## config.mk

```make
export PLATFORM = sky130hd
export DESIGN_NAME = chip_pad_top
export DESIGN_NICKNAME = d
export VERILOG_FILES = /design/src/hw/pad_pkg.sv /design/src/hw/regbus_pkg.sv /design/src/hw/chip_pad_top.sv /design/src/hw/pad_bus_arbiter.sv /design/src/hw/pad_regs.sv /design/src/hw/pad_ring.sv /design/src/hw/por_seq.sv /design/src/hw/strap_sampler.sv
export SDC_FILE = /design/constraint.sdc
export NUM_CORES = 1
export LEC_CHECK = 0
export BUFFER_PORTS_ARGS = -buffer_cell sky130_fd_sc_hd__buf_2
export CAP_MARGIN = 10
export CORE_MARGIN = 5
export CORE_UTILIZATION = 50
export CTS_BUF_LIST = sky130_fd_sc_hd__clkbuf_4
export DETAILED_ROUTE_END_ITERATION = 8
export PLACE_DENSITY_LB_ADDON = 0.12
export SLEW_MARGIN = 20
export SYNTH_ARGS = -nofsm -noshare
export SYNTH_HDL_FRONTEND = slang
export SYNTH_HIERARCHICAL = 1
export SYNTH_SLANG_ARGS = --single-unit
```

## constraint.sdc

```tcl
create_clock -name clk_aon -period 7.12 [get_ports clk_aon]
set_clock_uncertainty 0.05 [all_clocks]
set_input_delay 0.712 -clock clk_aon [delete_from_list [all_inputs] [get_ports clk_aon]]
set_output_delay 0.712 -clock clk_aon [all_outputs]
set_load 0.02 [all_outputs]
```

## src/hw/pad_pkg.sv

```systemverilog
// pad count, pad indices and pin positions of the pad ring
// pad and pin vector types
`default_nettype none

package pad_pkg;

  // multiplexed pads
  localparam int n_mio_pads = 21;
  localparam int n_gpio_group = 7;
  localparam int n_sw_straps = 3;
  localparam int strap_w = 5;

  typedef logic [n_mio_pads-1:0] mio_vec_t;
  typedef logic [31:0] gpio_vec_t;

  // sw straps in 2:0, tap strap 0 in 3, tap strap 1 in 4
  typedef logic [strap_w-1:0] strap_t;

  ////////////////////////////////////////////////////////////
  // pad indices
  ////////////////////////////////////////////////////////////
  localparam int mio_gpio_b_lo = 0;
  localparam int mio_gpio_r_lo = 7;
  localparam int mio_sw_strap_lo = 14;
  localparam int mio_tap_strap0 = 17;
  localparam int mio_tap_strap1 = 18;
  localparam int mio_uart_rx = 19;
  localparam int mio_uart_tx = 20;

  ////////////////////////////////////////////////////////////
  // positions on the gpio pin vector
  ////////////////////////////////////////////////////////////
  localparam int pin_gpio_b_lo = 0;
  localparam int pin_gpio_r_lo = 7;
  localparam int pin_sw_strap_lo = 22;
  localparam int pin_tap_strap1 = 27;
  localparam int pin_tap_strap0 = 30;

endpackage

`default_nettype wire

```

## src/hw/regbus_pkg.sv

```systemverilog
// pad register bus types and register map
// power-on sequence constants and state type
`default_nettype none

package regbus_pkg;

  typedef logic [2:0] reg_addr_t;
  typedef logic [31:0] reg_data_t;

  // register map, 6 and 7 unused
  localparam reg_addr_t reg_out = 3'd0;
  localparam reg_addr_t reg_oe = 3'd1;
  localparam reg_addr_t reg_pull_en = 3'd2;
  localparam reg_addr_t reg_pull_sel = 3'd3;
  localparam reg_addr_t reg_in = 3'd4;
  localparam reg_addr_t reg_strap = 3'd5;

  ////////////////////////////////////////////////////////////
  // power-on sequence
  ////////////////////////////////////////////////////////////
  typedef logic [3:0] supp_cnt_t;

  localparam supp_cnt_t supp_rise_cnt = 4'd4;
  localparam supp_cnt_t supp_drop_cnt = 4'd8;
  localparam supp_cnt_t supp_rerise_cnt = 4'd12;
  localparam supp_cnt_t supp_cnt_max = 4'd15;
  localparam supp_cnt_t por_filter_cycles = 4'd6;

  typedef enum logic [1:0] {por_wait_supply, por_filter, por_done} por_state_t;

endpackage

`default_nettype wire

```

## src/hw/chip_pad_top.sv

```systemverilog
// pad-facing chip wrapper: power-on, pad ring, pad registers
// strap sampler and host port on a shared register bus
`timescale 1ns/1ps
`default_nettype none

module chip_pad_top
  import pad_pkg::*;
  import regbus_pkg::*;
(
  input  wire        clk_aon,
  input  wire        rst_n_i,
  input  gpio_vec_t  cio_gpio_p2d_i,
  output gpio_vec_t  cio_gpio_d2p_o,
  output gpio_vec_t  cio_gpio_en_d2p_o,
  output gpio_vec_t  cio_gpio_pull_en_o,
  output gpio_vec_t  cio_gpio_pull_select_o,
  input  wire        cio_uart_rx_p2d_i,
  output logic       cio_uart_tx_d2p_o,
  output logic       cio_uart_tx_en_d2p_o,
  input  wire        host_req_i,
  input  wire        host_we_i,
  input  reg_addr_t  host_addr_i,
  input  reg_data_t  host_wdata_i,
  output logic       host_ack_o,
  output reg_data_t  host_rdata_o,
  output logic       por_done_o
);

  // sampler side
  logic smp_req;
  logic smp_ack;
  reg_addr_t smp_addr;
  reg_data_t smp_wdata;

  // shared register bus
  logic bus_req;
  logic bus_we;
  logic bus_ack;
  logic bus_from_sampler;
  reg_addr_t bus_addr;
  reg_data_t bus_wdata;
  reg_data_t bus_rdata;

  // pad state
  mio_vec_t pad_out;
  mio_vec_t pad_oe;
  mio_vec_t pad_pull_en;
  mio_vec_t pad_pull_sel;
  mio_vec_t pad_in_sync;
  strap_t strap_sync;

  ////////////////////////////////////////////////////////////
  // power-on
  ////////////////////////////////////////////////////////////
  por_seq u_por_seq (
    .clk_aon    (clk_aon),
    .rst_n_i    (rst_n_i),
    .por_done_o (por_done_o)
  );

  ////////////////////////////////////////////////////////////
  // pads
  ////////////////////////////////////////////////////////////
  pad_ring u_pad_ring (
    .clk_aon                (clk_aon),
    .rst_n_i                (rst_n_i),
    .cio_gpio_p2d_i         (cio_gpio_p2d_i),
    .cio_uart_rx_p2d_i      (cio_uart_rx_p2d_i),
    .pad_out_i              (pad_out),
    .pad_oe_i               (pad_oe),
    .pad_pull_en_i          (pad_pull_en),
    .pad_pull_sel_i         (pad_pull_sel),
    .cio_gpio_d2p_o         (cio_gpio_d2p_o),
    .cio_gpio_en_d2p_o      (cio_gpio_en_d2p_o),
    .cio_gpio_pull_en_o     (cio_gpio_pull_en_o),
    .cio_gpio_pull_select_o (cio_gpio_pull_select_o),
    .cio_uart_tx_d2p_o      (cio_uart_tx_d2p_o),
    .cio_uart_tx_en_d2p_o   (cio_uart_tx_en_d2p_o),
    .pad_in_o               (pad_in_sync),
    .strap_o                (strap_sync)
  );

  pad_regs u_pad_regs (
    .clk_aon            (clk_aon),
    .rst_n_i            (rst_n_i),
    .bus_req_i          (bus_req),
    .bus_we_i           (bus_we),
    .bus_addr_i         (bus_addr),
    .bus_wdata_i        (bus_wdata),
    .bus_from_sampler_i (bus_from_sampler),
    .bus_ack_o          (bus_ack),
    .bus_rdata_o        (bus_rdata),
    .pad_in_i           (pad_in_sync),
    .pad_out_o          (pad_out),
    .pad_oe_o           (pad_oe),
    .pad_pull_en_o      (pad_pull_en),
    .pad_pull_sel_o     (pad_pull_sel)
  );

  ////////////////////////////////////////////////////////////
  // bus peers
  ////////////////////////////////////////////////////////////
  strap_sampler u_strap_sampler (
    .clk_aon     (clk_aon),
    .rst_n_i     (rst_n_i),
    .strap_i     (strap_sync),
    .smp_ack_i   (smp_ack),
    .smp_req_o   (smp_req),
    .smp_addr_o  (smp_addr),
    .smp_wdata_o (smp_wdata)
  );

  pad_bus_arbiter u_pad_bus_arbiter (
    .clk_aon            (clk_aon),
    .rst_n_i            (rst_n_i),
    .por_done_i         (por_done_o),
    .host_req_i         (host_req_i),
    .host_we_i          (host_we_i),
    .host_addr_i        (host_addr_i),
    .host_wdata_i       (host_wdata_i),
    .host_ack_o         (host_ack_o),
    .host_rdata_o       (host_rdata_o),
    .smp_req_i          (smp_req),
    .smp_addr_i         (smp_addr),
    .smp_wdata_i        (smp_wdata),
    .smp_ack_o          (smp_ack),
    .bus_req_o          (bus_req),
    .bus_we_o           (bus_we),
    .bus_addr_o         (bus_addr),
    .bus_wdata_o        (bus_wdata),
    .bus_from_sampler_o (bus_from_sampler),
    .bus_ack_i          (bus_ack),
    .bus_rdata_i        (bus_rdata)
  );

endmodule

`default_nettype wire

```

## src/hw/pad_bus_arbiter.sv

```systemverilog
// arbiter for the pad register bus, strap sampler over host
`timescale 1ns/1ps
`default_nettype none

module pad_bus_arbiter
  import regbus_pkg::*;
(
  input  wire        clk_aon,
  input  wire        rst_n_i,
  input  wire        por_done_i,
  input  wire        host_req_i,
  input  wire        host_we_i,
  input  reg_addr_t  host_addr_i,
  input  reg_data_t  host_wdata_i,
  output logic       host_ack_o,
  output reg_data_t  host_rdata_o,
  input  wire        smp_req_i,
  input  reg_addr_t  smp_addr_i,
  input  reg_data_t  smp_wdata_i,
  output logic       smp_ack_o,
  output logic       bus_req_o,
  output logic       bus_we_o,
  output reg_addr_t  bus_addr_o,
  output reg_data_t  bus_wdata_o,
  output logic       bus_from_sampler_o,
  input  wire        bus_ack_i,
  input  reg_data_t  bus_rdata_i
);

  typedef enum logic [1:0] {grant_idle, grant_host, grant_smp} grant_t;

  grant_t grant_q;

  // grant holds until req and ack are both low
  always_ff @(posedge clk_aon or negedge rst_n_i) begin
    if (!rst_n_i) begin
      grant_q <= grant_idle;
    end else begin
      unique case (grant_q)
        grant_idle: begin
          if (por_done_i && smp_req_i) begin
            grant_q <= grant_smp;
          end else if (por_done_i && host_req_i) begin
            grant_q <= grant_host;
          end
        end
        grant_host: begin
          if (!host_req_i && !bus_ack_i) begin
            grant_q <= grant_idle;
          end
        end
        grant_smp: begin
          if (!smp_req_i && !bus_ack_i) begin
            grant_q <= grant_idle;
          end
        end
        default: begin
          grant_q <= grant_idle;
        end
      endcase
    end
  end

  // route the bus to the owner, responses to the owner only
  always_comb begin
    bus_req_o = 1'b0;
    bus_we_o = host_we_i;
    bus_addr_o = host_addr_i;
    bus_wdata_o = host_wdata_i;
    bus_from_sampler_o = 1'b0;
    host_ack_o = 1'b0;
    host_rdata_o = '0;
    smp_ack_o = 1'b0;
    unique case (grant_q)
      grant_host: begin
        bus_req_o = host_req_i;
        host_ack_o = bus_ack_i;
        host_rdata_o = bus_rdata_i;
      end
      grant_smp: begin
        // sampler only writes
        bus_req_o = smp_req_i;
        bus_we_o = 1'b1;
        bus_addr_o = smp_addr_i;
        bus_wdata_o = smp_wdata_i;
        bus_from_sampler_o = 1'b1;
        smp_ack_o = bus_ack_i;
      end
      default: begin
        bus_req_o = 1'b0;
      end
    endcase
  end

endmodule

`default_nettype wire

```

## src/hw/pad_regs.sv

```systemverilog
// pad state registers: output, enable, pull, strap
// register decode and four-phase ack
`timescale 1ns/1ps
`default_nettype none

module pad_regs
  import pad_pkg::*;
  import regbus_pkg::*;
(
  input  wire        clk_aon,
  input  wire        rst_n_i,
  input  wire        bus_req_i,
  input  wire        bus_we_i,
  input  reg_addr_t  bus_addr_i,
  input  reg_data_t  bus_wdata_i,
  input  wire        bus_from_sampler_i,
  output logic       bus_ack_o,
  output reg_data_t  bus_rdata_o,
  input  mio_vec_t   pad_in_i,
  output mio_vec_t   pad_out_o,
  output mio_vec_t   pad_oe_o,
  output mio_vec_t   pad_pull_en_o,
  output mio_vec_t   pad_pull_sel_o
);

  mio_vec_t out_q;
  mio_vec_t oe_q;
  mio_vec_t pull_en_q;
  mio_vec_t pull_sel_q;
  strap_t strap_q;
  logic ack_q;
  logic wr_en;

  // one write per request, on the edge that raises ack
  assign wr_en = bus_req_i && !ack_q && bus_we_i;

  always_ff @(posedge clk_aon or negedge rst_n_i) begin
    if (!rst_n_i) begin
      ack_q <= 1'b0;
      out_q <= '0;
      oe_q <= '0;
      pull_en_q <= '0;
      pull_sel_q <= '0;
      strap_q <= '0;
    end else begin
      // ack follows req one cycle later, both edges
      ack_q <= bus_req_i;
      if (wr_en) begin
        unique case (bus_addr_i)
          reg_out:      out_q <= bus_wdata_i[n_mio_pads-1:0];
          reg_oe:       oe_q <= bus_wdata_i[n_mio_pads-1:0];
          reg_pull_en:  pull_en_q <= bus_wdata_i[n_mio_pads-1:0];
          reg_pull_sel: pull_sel_q <= bus_wdata_i[n_mio_pads-1:0];
          reg_strap: begin
            if (bus_from_sampler_i) begin
              strap_q <= bus_wdata_i[strap_w-1:0];
            end
          end
          default: begin
            // reg_in and unused addresses
            out_q <= out_q;
          end
        endcase
      end
    end
  end

  // read mux, held by the stable address while ack is high
  always_comb begin
    bus_rdata_o = '0;
    unique case (bus_addr_i)
      reg_out:      bus_rdata_o[n_mio_pads-1:0] = out_q;
      reg_oe:       bus_rdata_o[n_mio_pads-1:0] = oe_q;
      reg_pull_en:  bus_rdata_o[n_mio_pads-1:0] = pull_en_q;
      reg_pull_sel: bus_rdata_o[n_mio_pads-1:0] = pull_sel_q;
      reg_in:       bus_rdata_o[n_mio_pads-1:0] = pad_in_i;
      reg_strap:    bus_rdata_o[strap_w-1:0] = strap_q;
      default:      bus_rdata_o = '0;
    endcase
  end

  assign bus_ack_o = ack_q;
  assign pad_out_o = out_q;
  assign pad_oe_o = oe_q;
  assign pad_pull_en_o = pull_en_q;
  assign pad_pull_sel_o = pull_sel_q;

endmodule

`default_nettype wire

```

## src/hw/pad_ring.sv

```systemverilog
// pad ring: input synchronizers, gpio and uart pin layout
`timescale 1ns/1ps
`default_nettype none

module pad_ring
  import pad_pkg::*;
(
  input  wire        clk_aon,
  input  wire        rst_n_i,
  input  gpio_vec_t  cio_gpio_p2d_i,
  input  wire        cio_uart_rx_p2d_i,
  input  mio_vec_t   pad_out_i,
  input  mio_vec_t   pad_oe_i,
  input  mio_vec_t   pad_pull_en_i,
  input  mio_vec_t   pad_pull_sel_i,
  output gpio_vec_t  cio_gpio_d2p_o,
  output gpio_vec_t  cio_gpio_en_d2p_o,
  output gpio_vec_t  cio_gpio_pull_en_o,
  output gpio_vec_t  cio_gpio_pull_select_o,
  output logic       cio_uart_tx_d2p_o,
  output logic       cio_uart_tx_en_d2p_o,
  output mio_vec_t   pad_in_o,
  output strap_t     strap_o
);

  mio_vec_t pad_raw;
  mio_vec_t sync1_q;
  mio_vec_t sync2_q;

  // pads onto pins, unused pins stay zero
  function automatic gpio_vec_t scatter(input mio_vec_t v);
    gpio_vec_t p;
    p = '0;
    p[pin_gpio_b_lo +: n_gpio_group] = v[mio_gpio_b_lo +: n_gpio_group];
    p[pin_gpio_r_lo +: n_gpio_group] = v[mio_gpio_r_lo +: n_gpio_group];
    p[pin_sw_strap_lo +: n_sw_straps] = v[mio_sw_strap_lo +: n_sw_straps];
    p[pin_tap_strap1] = v[mio_tap_strap1];
    p[pin_tap_strap0] = v[mio_tap_strap0];
    return p;
  endfunction

  // pins into pads, the tx pad has no input
  function automatic mio_vec_t gather(input gpio_vec_t p, input logic rx);
    mio_vec_t v;
    v = '0;
    v[mio_gpio_b_lo +: n_gpio_group] = p[pin_gpio_b_lo +: n_gpio_group];
    v[mio_gpio_r_lo +: n_gpio_group] = p[pin_gpio_r_lo +: n_gpio_group];
    v[mio_sw_strap_lo +: n_sw_straps] = p[pin_sw_strap_lo +: n_sw_straps];
    v[mio_tap_strap1] = p[pin_tap_strap1];
    v[mio_tap_strap0] = p[pin_tap_strap0];
    v[mio_uart_rx] = rx;
    return v;
  endfunction

  ////////////////////////////////////////////////////////////
  // inputs
  ////////////////////////////////////////////////////////////
  assign pad_raw = gather(cio_gpio_p2d_i, cio_uart_rx_p2d_i);

  // two flop synchronizer
  always_ff @(posedge clk_aon or negedge rst_n_i) begin
    if (!rst_n_i) begin
      sync1_q <= '0;
      sync2_q <= '0;
    end else begin
      sync1_q <= pad_raw;
      sync2_q <= sync1_q;
    end
  end

  assign pad_in_o = sync2_q;
  assign strap_o = {sync2_q[mio_tap_strap1], sync2_q[mio_tap_strap0],
                    sync2_q[mio_sw_strap_lo +: n_sw_straps]};

  ////////////////////////////////////////////////////////////
  // outputs
  ////////////////////////////////////////////////////////////
  assign cio_gpio_d2p_o = scatter(pad_out_i);
  assign cio_gpio_en_d2p_o = scatter(pad_oe_i);
  // pull vectors keep the same ordering as the data pins
  assign cio_gpio_pull_en_o = scatter(pad_pull_en_i);
  assign cio_gpio_pull_select_o = scatter(pad_pull_sel_i);

  assign cio_uart_tx_d2p_o = pad_out_i[mio_uart_tx];
  assign cio_uart_tx_en_d2p_o = pad_oe_i[mio_uart_tx];

endmodule

`default_nettype wire

```

## src/hw/por_seq.sv

```systemverilog
// artificial supply glitch and power-ok filter
`timescale 1ns/1ps
`default_nettype none

module por_seq
  import regbus_pkg::*;
(
  input  wire  clk_aon,
  input  wire  rst_n_i,
  output logic por_done_o
);

  supp_cnt_t supp_cnt_q;
  supp_cnt_t filt_cnt_q;
  por_state_t state_q;
  logic supply;

  // count up until saturation
  always_ff @(posedge clk_aon or negedge rst_n_i) begin
    if (!rst_n_i) begin
      supp_cnt_q <= '0;
    end else if (supp_cnt_q != supp_cnt_max) begin
      supp_cnt_q <= supp_cnt_q + 1'b1;
    end
  end

  // rise, drop, rise again
  assign supply = ((supp_cnt_q >= supp_rise_cnt) && (supp_cnt_q < supp_drop_cnt)) ||
                  (supp_cnt_q >= supp_rerise_cnt);

  ////////////////////////////////////////////////////////////
  // power-ok filter
  ////////////////////////////////////////////////////////////
  always_ff @(posedge clk_aon or negedge rst_n_i) begin
    if (!rst_n_i) begin
      state_q <= por_wait_supply;
      filt_cnt_q <= '0;
    end else begin
      unique case (state_q)
        por_wait_supply: begin
          if (supply) begin
            state_q <= por_filter;
            filt_cnt_q <= 4'd1;
          end
        end
        por_filter: begin
          if (!supply) begin
            // glitch, start over
            state_q <= por_wait_supply;
            filt_cnt_q <= '0;
          end else if (filt_cnt_q == por_filter_cycles - 1'b1) begin
            state_q <= por_done;
          end else begin
            filt_cnt_q <= filt_cnt_q + 1'b1;
          end
        end
        por_done: begin
          state_q <= por_done;
        end
        default: begin
          state_q <= por_wait_supply;
        end
      endcase
    end
  end

  assign por_done_o = (state_q == por_done);

endmodule

`default_nettype wire

```

## src/hw/strap_sampler.sv

```systemverilog
// one-shot strap capture into the strap register
`timescale 1ns/1ps
`default_nettype none

module strap_sampler
  import pad_pkg::*;
  import regbus_pkg::*;
(
  input  wire        clk_aon,
  input  wire        rst_n_i,
  input  strap_t     strap_i,
  input  wire        smp_ack_i,
  output logic       smp_req_o,
  output reg_addr_t  smp_addr_o,
  output reg_data_t  smp_wdata_o
);

  logic done_q;
  strap_t wdata_q;

  // request from reset until the first ack
  always_ff @(posedge clk_aon or negedge rst_n_i) begin
    if (!rst_n_i) begin
      done_q <= 1'b0;
    end else if (smp_ack_i) begin
      done_q <= 1'b1;
    end
  end

  // track the straps until the write is taken
  always_ff @(posedge clk_aon) begin
    if (!done_q && !smp_ack_i) begin
      wdata_q <= strap_i;
    end
  end

  assign smp_req_o = !done_q;
  assign smp_addr_o = reg_strap;

  always_comb begin
    smp_wdata_o = '0;
    smp_wdata_o[strap_w-1:0] = wdata_q;
  end

endmodule

`default_nettype wire

```

==> results of run 1 <==
-- sequential cells by signal, summed over array words and instances, names as in the netlist --
signal,count
u_pad_bus_arbiter/grant_q,2
u_pad_regs/bus_ack_o,1
u_pad_regs/pad_oe_o,21
u_pad_regs/pad_out_o,21
u_pad_regs/pad_pull_en_o,21
u_pad_regs/pad_pull_sel_o,21
u_pad_regs/strap_q,5
u_pad_ring/pad_in_o,20
u_pad_ring/sync1_q,20
u_por_seq/filt_cnt_q,4
u_por_seq/state_q,2
u_por_seq/supp_cnt_q,4
u_strap_sampler/done_q,1
u_strap_sampler/wdata_q,5
-- final timing paths --
check                                                    end  slack, ps  cells after the start
max in group asynchronous       u_pad_bus_arbiter/grant_q[0]       5740                      2
worst max register to register      u_pad_regs/pad_out_o[13]       3660                      7
min in group clk_aon                   u_pad_ring/sync1_q[8]        230                      1
worst min register to register       u_pad_ring/pad_in_o[17]        310                      0
worst min-delay path                 u_pad_ring/pad_in_o[10]        100                      1
worst max-delay path                        host_rdata_o[17]       2680                      9
-- per-layer routing --
layer	share of wire [%]	up-vias	track usage, %
li1	-	2222	-
met1	44	2400	24.45
met2	49	163	31.17
met3	5.7	12	4.828
met4	0.85	0	5.252
met5	0	-	0
-- per-stage QoR --
step	worst slack, ps	power [W]	cells
floorplan	4043	0.001761	769
global placement	3245	0.001802	944
detailed placement	3184	0.001823	944
CTS	2569	0.002428	976
global route	2414	0.002528	978
finish	2678	0.002399	978
-- where the power goes --
part	internal, W	switching (W)
clock network	0.000310	0.000287
registers	0.000972	0.0000975
logic	0.000301	0.000431
-- worst register-to-register path: cells and delay by family (launching register included) --
family / cells / cell delay, ps
adder cells (fa/ha/maj): 1 / 450
buffers and inverters: 2 / 470
flip-flops: 1 / 410
multiplexers: 2 / 910
AND/OR/NAND/NOR: 2 / 1070
-- cell type report --
| type | instances | area (um2) | share of cell area [%] |
|---|---|---|---|
| Timing Repair Buffer | 156 | 810.8 | 9.485 |
| Sequential cell | 148 | 3729 | 43.62 |
| Clock inverter | 14 | 190.2 | 2.225 |
| Inverter | 8 | 30.03 | 0.3513 |
| Clock buffer | 18 | 135.1 | 1.581 |
| Antenna cell | 2 | 5.005 | 0.05855 |
| Tap cell | 220 | 275.3 | 3.220 |
| Multi-Input combinational cell | 412 | 3373 | 39.46 |
==> impl_results.md, run 1 <==
- Status: completed
- Clk_lat worst skew: 520 ps
- Root Driver: clkbuf_4
- DR pass1 iterations: 4
- Lkg Pwr: 4.509 nW
- Clock transition at path regs: 120 ps
- CP startpoint kind: flip-flop
- Vias per cell: 4.905
- Worst slew margin: 36.93%
- Die Wd: 138.9 um
- Postcts setup bufs: 0
- Initial Util: 50.46%
- DRT iter0 DRCs: 166
- CP startpoint: u_pad_bus_arbiter/grant_q[0]
- Largest net degree at the start of global routing: 82
- RSZ-0062 raised after global routing: no
- CTS H-tree lvls: 4
- Vias in the first global route: 5172
- IO buf count: 148
- Via count: 4797
- CTS tree: yes
- Placeable Area: 16470 um2
- Commonest non-fill, non-tap cell in the layout: buf_2
- Max Cap Viol: 0
- End-of-flow core utilization: 51.91%
- Fmax: 225.1 MHz
- Post-Synthesis Cells: 690
- CP max-delay cell: nor2b_2
- CP bufs+invs: 3
- Final period utilization: 62.39%
- Drc violations: 0
- RD Place Congestion: 0.8271
- Setup CP Type: reg -> out
- Crit path required time: 6360 ps
- Max clock buf depth: 2
- Setup TNS: 0 ps
- WL/cell: 18.32 um
- Die Span Y: 138.9 um
- Commonest cells after routing, fill and taps aside: 147 x buf_2, 143 x dfrtp_1, 83 x conb_1, 76 x mux2_2, 45 x mux2i_1
- Pwr per Cell Area: 280.6 nW/um2
- Fill cells: 1493
- Aggregate global-route resource usage: 18.76%
- WHS: 98.34 ps
- Post-Syn Area per Cell: 12.04 um2
- Final setup violation count: 0
- # hold bufs at CTS: 0
- CP max stage delay: 800 ps
- Worst slew pin tran: 942.7 ps
- Design area: 8548 um2
- Cell Area, Placed: 8214 um2
- Share of cells above drive strength 1: 41.14%
- Worst hold path type: in -> async
- Post-DRT Antenna Nets: 0
- Crit path cell chain: inv_1 -> ha_1 -> mux2_2 -> buf_4 -> nor2b_2 -> o2bb2ai_1 -> o21a_1 -> and2_1 -> buf_2
- Top cell family by delay on the critical path: simple AND/OR/NAND/NOR gates
- Routed Wire Length: 17.91 mm
- GR Overflow Total: 0
- Die ar.: 19290 um2
- CP Capture Type: output port
- Number of core rows: 47
- Worst IR drop on VDD: 0.1088 mV
- Min cycle time layout: 4442 ps
- TritonCTS buffer count: 17
- Post-CTS sizing: 0
- Crit-path max FO: 43
- Final hold viol count: 0
- R2R Path Start: u_pad_bus_arbiter/grant_q[0]
- Initial antenna violation count: 2
- Post-DP HPWL: 12.04 mm
- Arrival @ worst endpoint: 3680 ps
- # clock sinks: 148
- Net count, final: 822
- Area Overhead vs Synth: 2.892%
- First-pass GRT wire length: 28.57 mm
- Yosys warns: 6
- IO Pins: 236
- Max-slew violations: 0
- Synth Cell Area: 8308 um2
No activity file was read; power rests on OpenSTA's default activity.
==> inputs of run 2 (changes only) <==
- CORE_UTILIZATION: 50 -> 49
- clock period: 7.12 -> 3.7 ns (I/O delays scaled with it)
==> impl_results.md, run 2 (synthesis results as in run 1) <==
- Status: completed
- Share of cells above drive strength 1: 40.72%
- Worst IR drop on VDD: 0.2150 mV
- Setup slack, reg-to-reg: 640 ps
- # clock sinks: 148
- Initial antenna violation count: 1
- Max Cap Viol: 0
- Final period utilization: 93.75%
- Pwr per Cell Area: 504.5 nW/um2
- Root Driver: clkbuf_4
- IO Pins: 236
- Crit-path max FO: 24
- Min cycle time layout: 3469 ps
- Initial Util: 50.10%
- Crit path required time: 3280 ps
- Die ar.: 19660 um2
- WL/cell: 18.35 um
- Post-DP HPWL: 12.82 mm
- Clock transition at path regs: 120 ps
- Fill cells: 1450
- Via count: 4902
- CP bufs+invs: 4
- Area Overhead vs Synth: 5.633%
- Commonest non-fill, non-tap cell in the layout: buf_2
- End-of-flow core utilization: 52.92%
- Vias in the first global route: 5202
- Worst hold path type: in -> reg
- Worst Hold Path EP: u_pad_bus_arbiter/grant_q[0]
- Setup TNS: 0 ps
- GR Overflow Total: 0
- Vias per cell: 4.892
- Crit path cell chain: inv_1 -> ha_1 -> mux2_2 -> buf_4 -> buf_6 -> mux2i_1 -> o2bb2ai_1 -> o21a_1 -> and2_1 -> buf_2
- Fmax: 288.3 MHz
- Commonest cells after routing, fill and taps aside: 147 x buf_2, 143 x dfrtp_1, 83 x conb_1, 75 x mux2_2, 45 x mux2i_1
- Die Wd: 140.2 um
- Postcts setup bufs: 0
- CTS H-tree lvls: 4
- Max clock buf depth: 2
- Setup CP Type: reg -> out
- TritonCTS buffer count: 17
- Final setup violation count: 0
- DR pass1 iterations: 5
- Max-slew violations: 0
- DRT iter0 DRCs: 228
- CP max stage delay: 400 ps
- Placeable Area: 16580 um2
- CP startpoint kind: flip-flop
- Largest net degree at the start of global routing: 97
- Routed Wire Length: 18.39 mm
- R2R Path Start: u_pad_bus_arbiter/grant_q[0]
- First-pass GRT wire length: 28.64 mm
- Total power: 0.004428 W
- Drc violations: 0
- Net count, final: 849
- Top cell family by delay on the critical path: buffers and inverters
- Lkg Pwr: 4.607 nW
- Hold Startpoint: host_req_i
- CP Capture Type: output port
- Number of core rows: 47
- Post-DRT Antenna Nets: 0
- R2r endpoint: u_pad_regs/pad_out_o[6]
- RD Place Congestion: 0.7868
- Worst slew pin tran: 923.7 ps
- Hold depth: 3
- FF-to-FF path depth: 9
- Worst slew margin: 38.42%
- Aggregate global-route resource usage: 18.70%
- Arrival @ worst endpoint: 3050 ps
- CTS tree: yes
- CP max-delay cell: dfrtp_1
- Final hold viol count: 0
- IO buf count: 148
- Clk_lat worst skew: 520 ps
- RSZ-0062 raised after global routing: no
- Die Span Y: 140.2 um
==> run 2: cell types whose count changed in the layout (fill, tap and decap cells not counted), sizes merged <==
| cell | previous run | this run |
|---|---|---|
| dlygate4sd3 | 0 | 21 |
| bufinv | 5 | 2 |
| clkinvlp | 0 | 2 |
| diode | 2 | 1 |
| buf | 156 | 162 |
| clkbuf | 18 | 17 |
==> run 2: cell type report <==
| type | count | area [um2] | share of cell area [%] |
|---|---|---|---|
| Sequential cell | 148 | 3729 | 42.49 |
| Multi-Input combinational cell | 412 | 3382 | 38.54 |
| Timing Repair Buffer | 183 | 1111 | 12.66 |
| Tap cell | 220 | 275.3 | 3.137 |
| Clock buffer | 17 | 127.6 | 1.454 |
| Clock inverter | 13 | 118.9 | 1.354 |
| Inverter | 8 | 30.03 | 0.3422 |
| Antenna cell | 1 | 2.502 | 0.02851 |
==> run 2: how the worst max path moves through the flow <==
stage	start	to	slack [ps]	depth (start not counted)
2_1_floorplan	u_pad_bus_arbiter/grant_q[0]	host_rdata_o[6]	960	12
3_3_place_gp	u_pad_bus_arbiter/grant_q[0]	u_pad_regs/pad_out_o[3]	540	9
3_5_place_dp	u_pad_bus_arbiter/grant_q[0]	u_pad_regs/pad_out_o[3]	480	9
4_1_cts	u_pad_bus_arbiter/grant_q[0]	host_rdata_o[11]	40	10
5_1_grt	u_pad_bus_arbiter/grant_q[0]	host_rdata_o[16]	10	10
6_report	u_pad_bus_arbiter/grant_q[0]	host_rdata_o[11]	230	10
==> run 2: where the power goes <==
| part | leakage (nW) | switching (W) | internal [W] |
|---|---|---|---|
| Combinational | 2.61 | 0.000842 | 0.000598 |
| Sequential | 1.86 | 0.000192 | 0.00187 |
| Clock | 0.133 | 0.000544 | 0.000380 |
==> run 2: timing repair <==
| action | in CTS | in global routing |
|---|---|---|
| gates cloned | 0 | 0 |
| hold buffers | 21 | 0 |
| gates resized for setup | 3 | 2 |
| endpoints found under the setup margin | 9 | 16 |
| hold endpoints to repair | 115 | 0 |
==> run 2: tightest hold or removal path, delay by kind of cell <==
kind / cells / cell delay, ps
and+or+nand+nor: 1 / 100
buffers and inverters: 1 / 130
AOI/OAI and AO/OA: 1 / 70
==> run 2: metrics by stage <==
| step | hold WS (ps) | instance area, um2 | instances | setup slack (ps) |
|---|---|---|---|---|
| CTS | 44.24 | 8766 | 1001 | 41.19 |
| finish | 124.3 | 8776 | 1002 | 231.1 |
| global placement | 282.0 | 8297 | 950 | 542.0 |
| detailed placement | 284.7 | 8297 | 950 | 481.5 |
| global route | 81.67 | 8776 | 1002 | 10.40 |
| floorplan | 24.41 | 8605 | 769 | 964.5 |
==> run 2: layer usage <==
layer	vias up	track usage (%)	part of all wire [%]
met3	13	4.329	5.8
met4	0	5.813	1.1
met5	-	0	0
met2	168	30.44	48
li1	2267	-	-
met1	2454	24.92	45
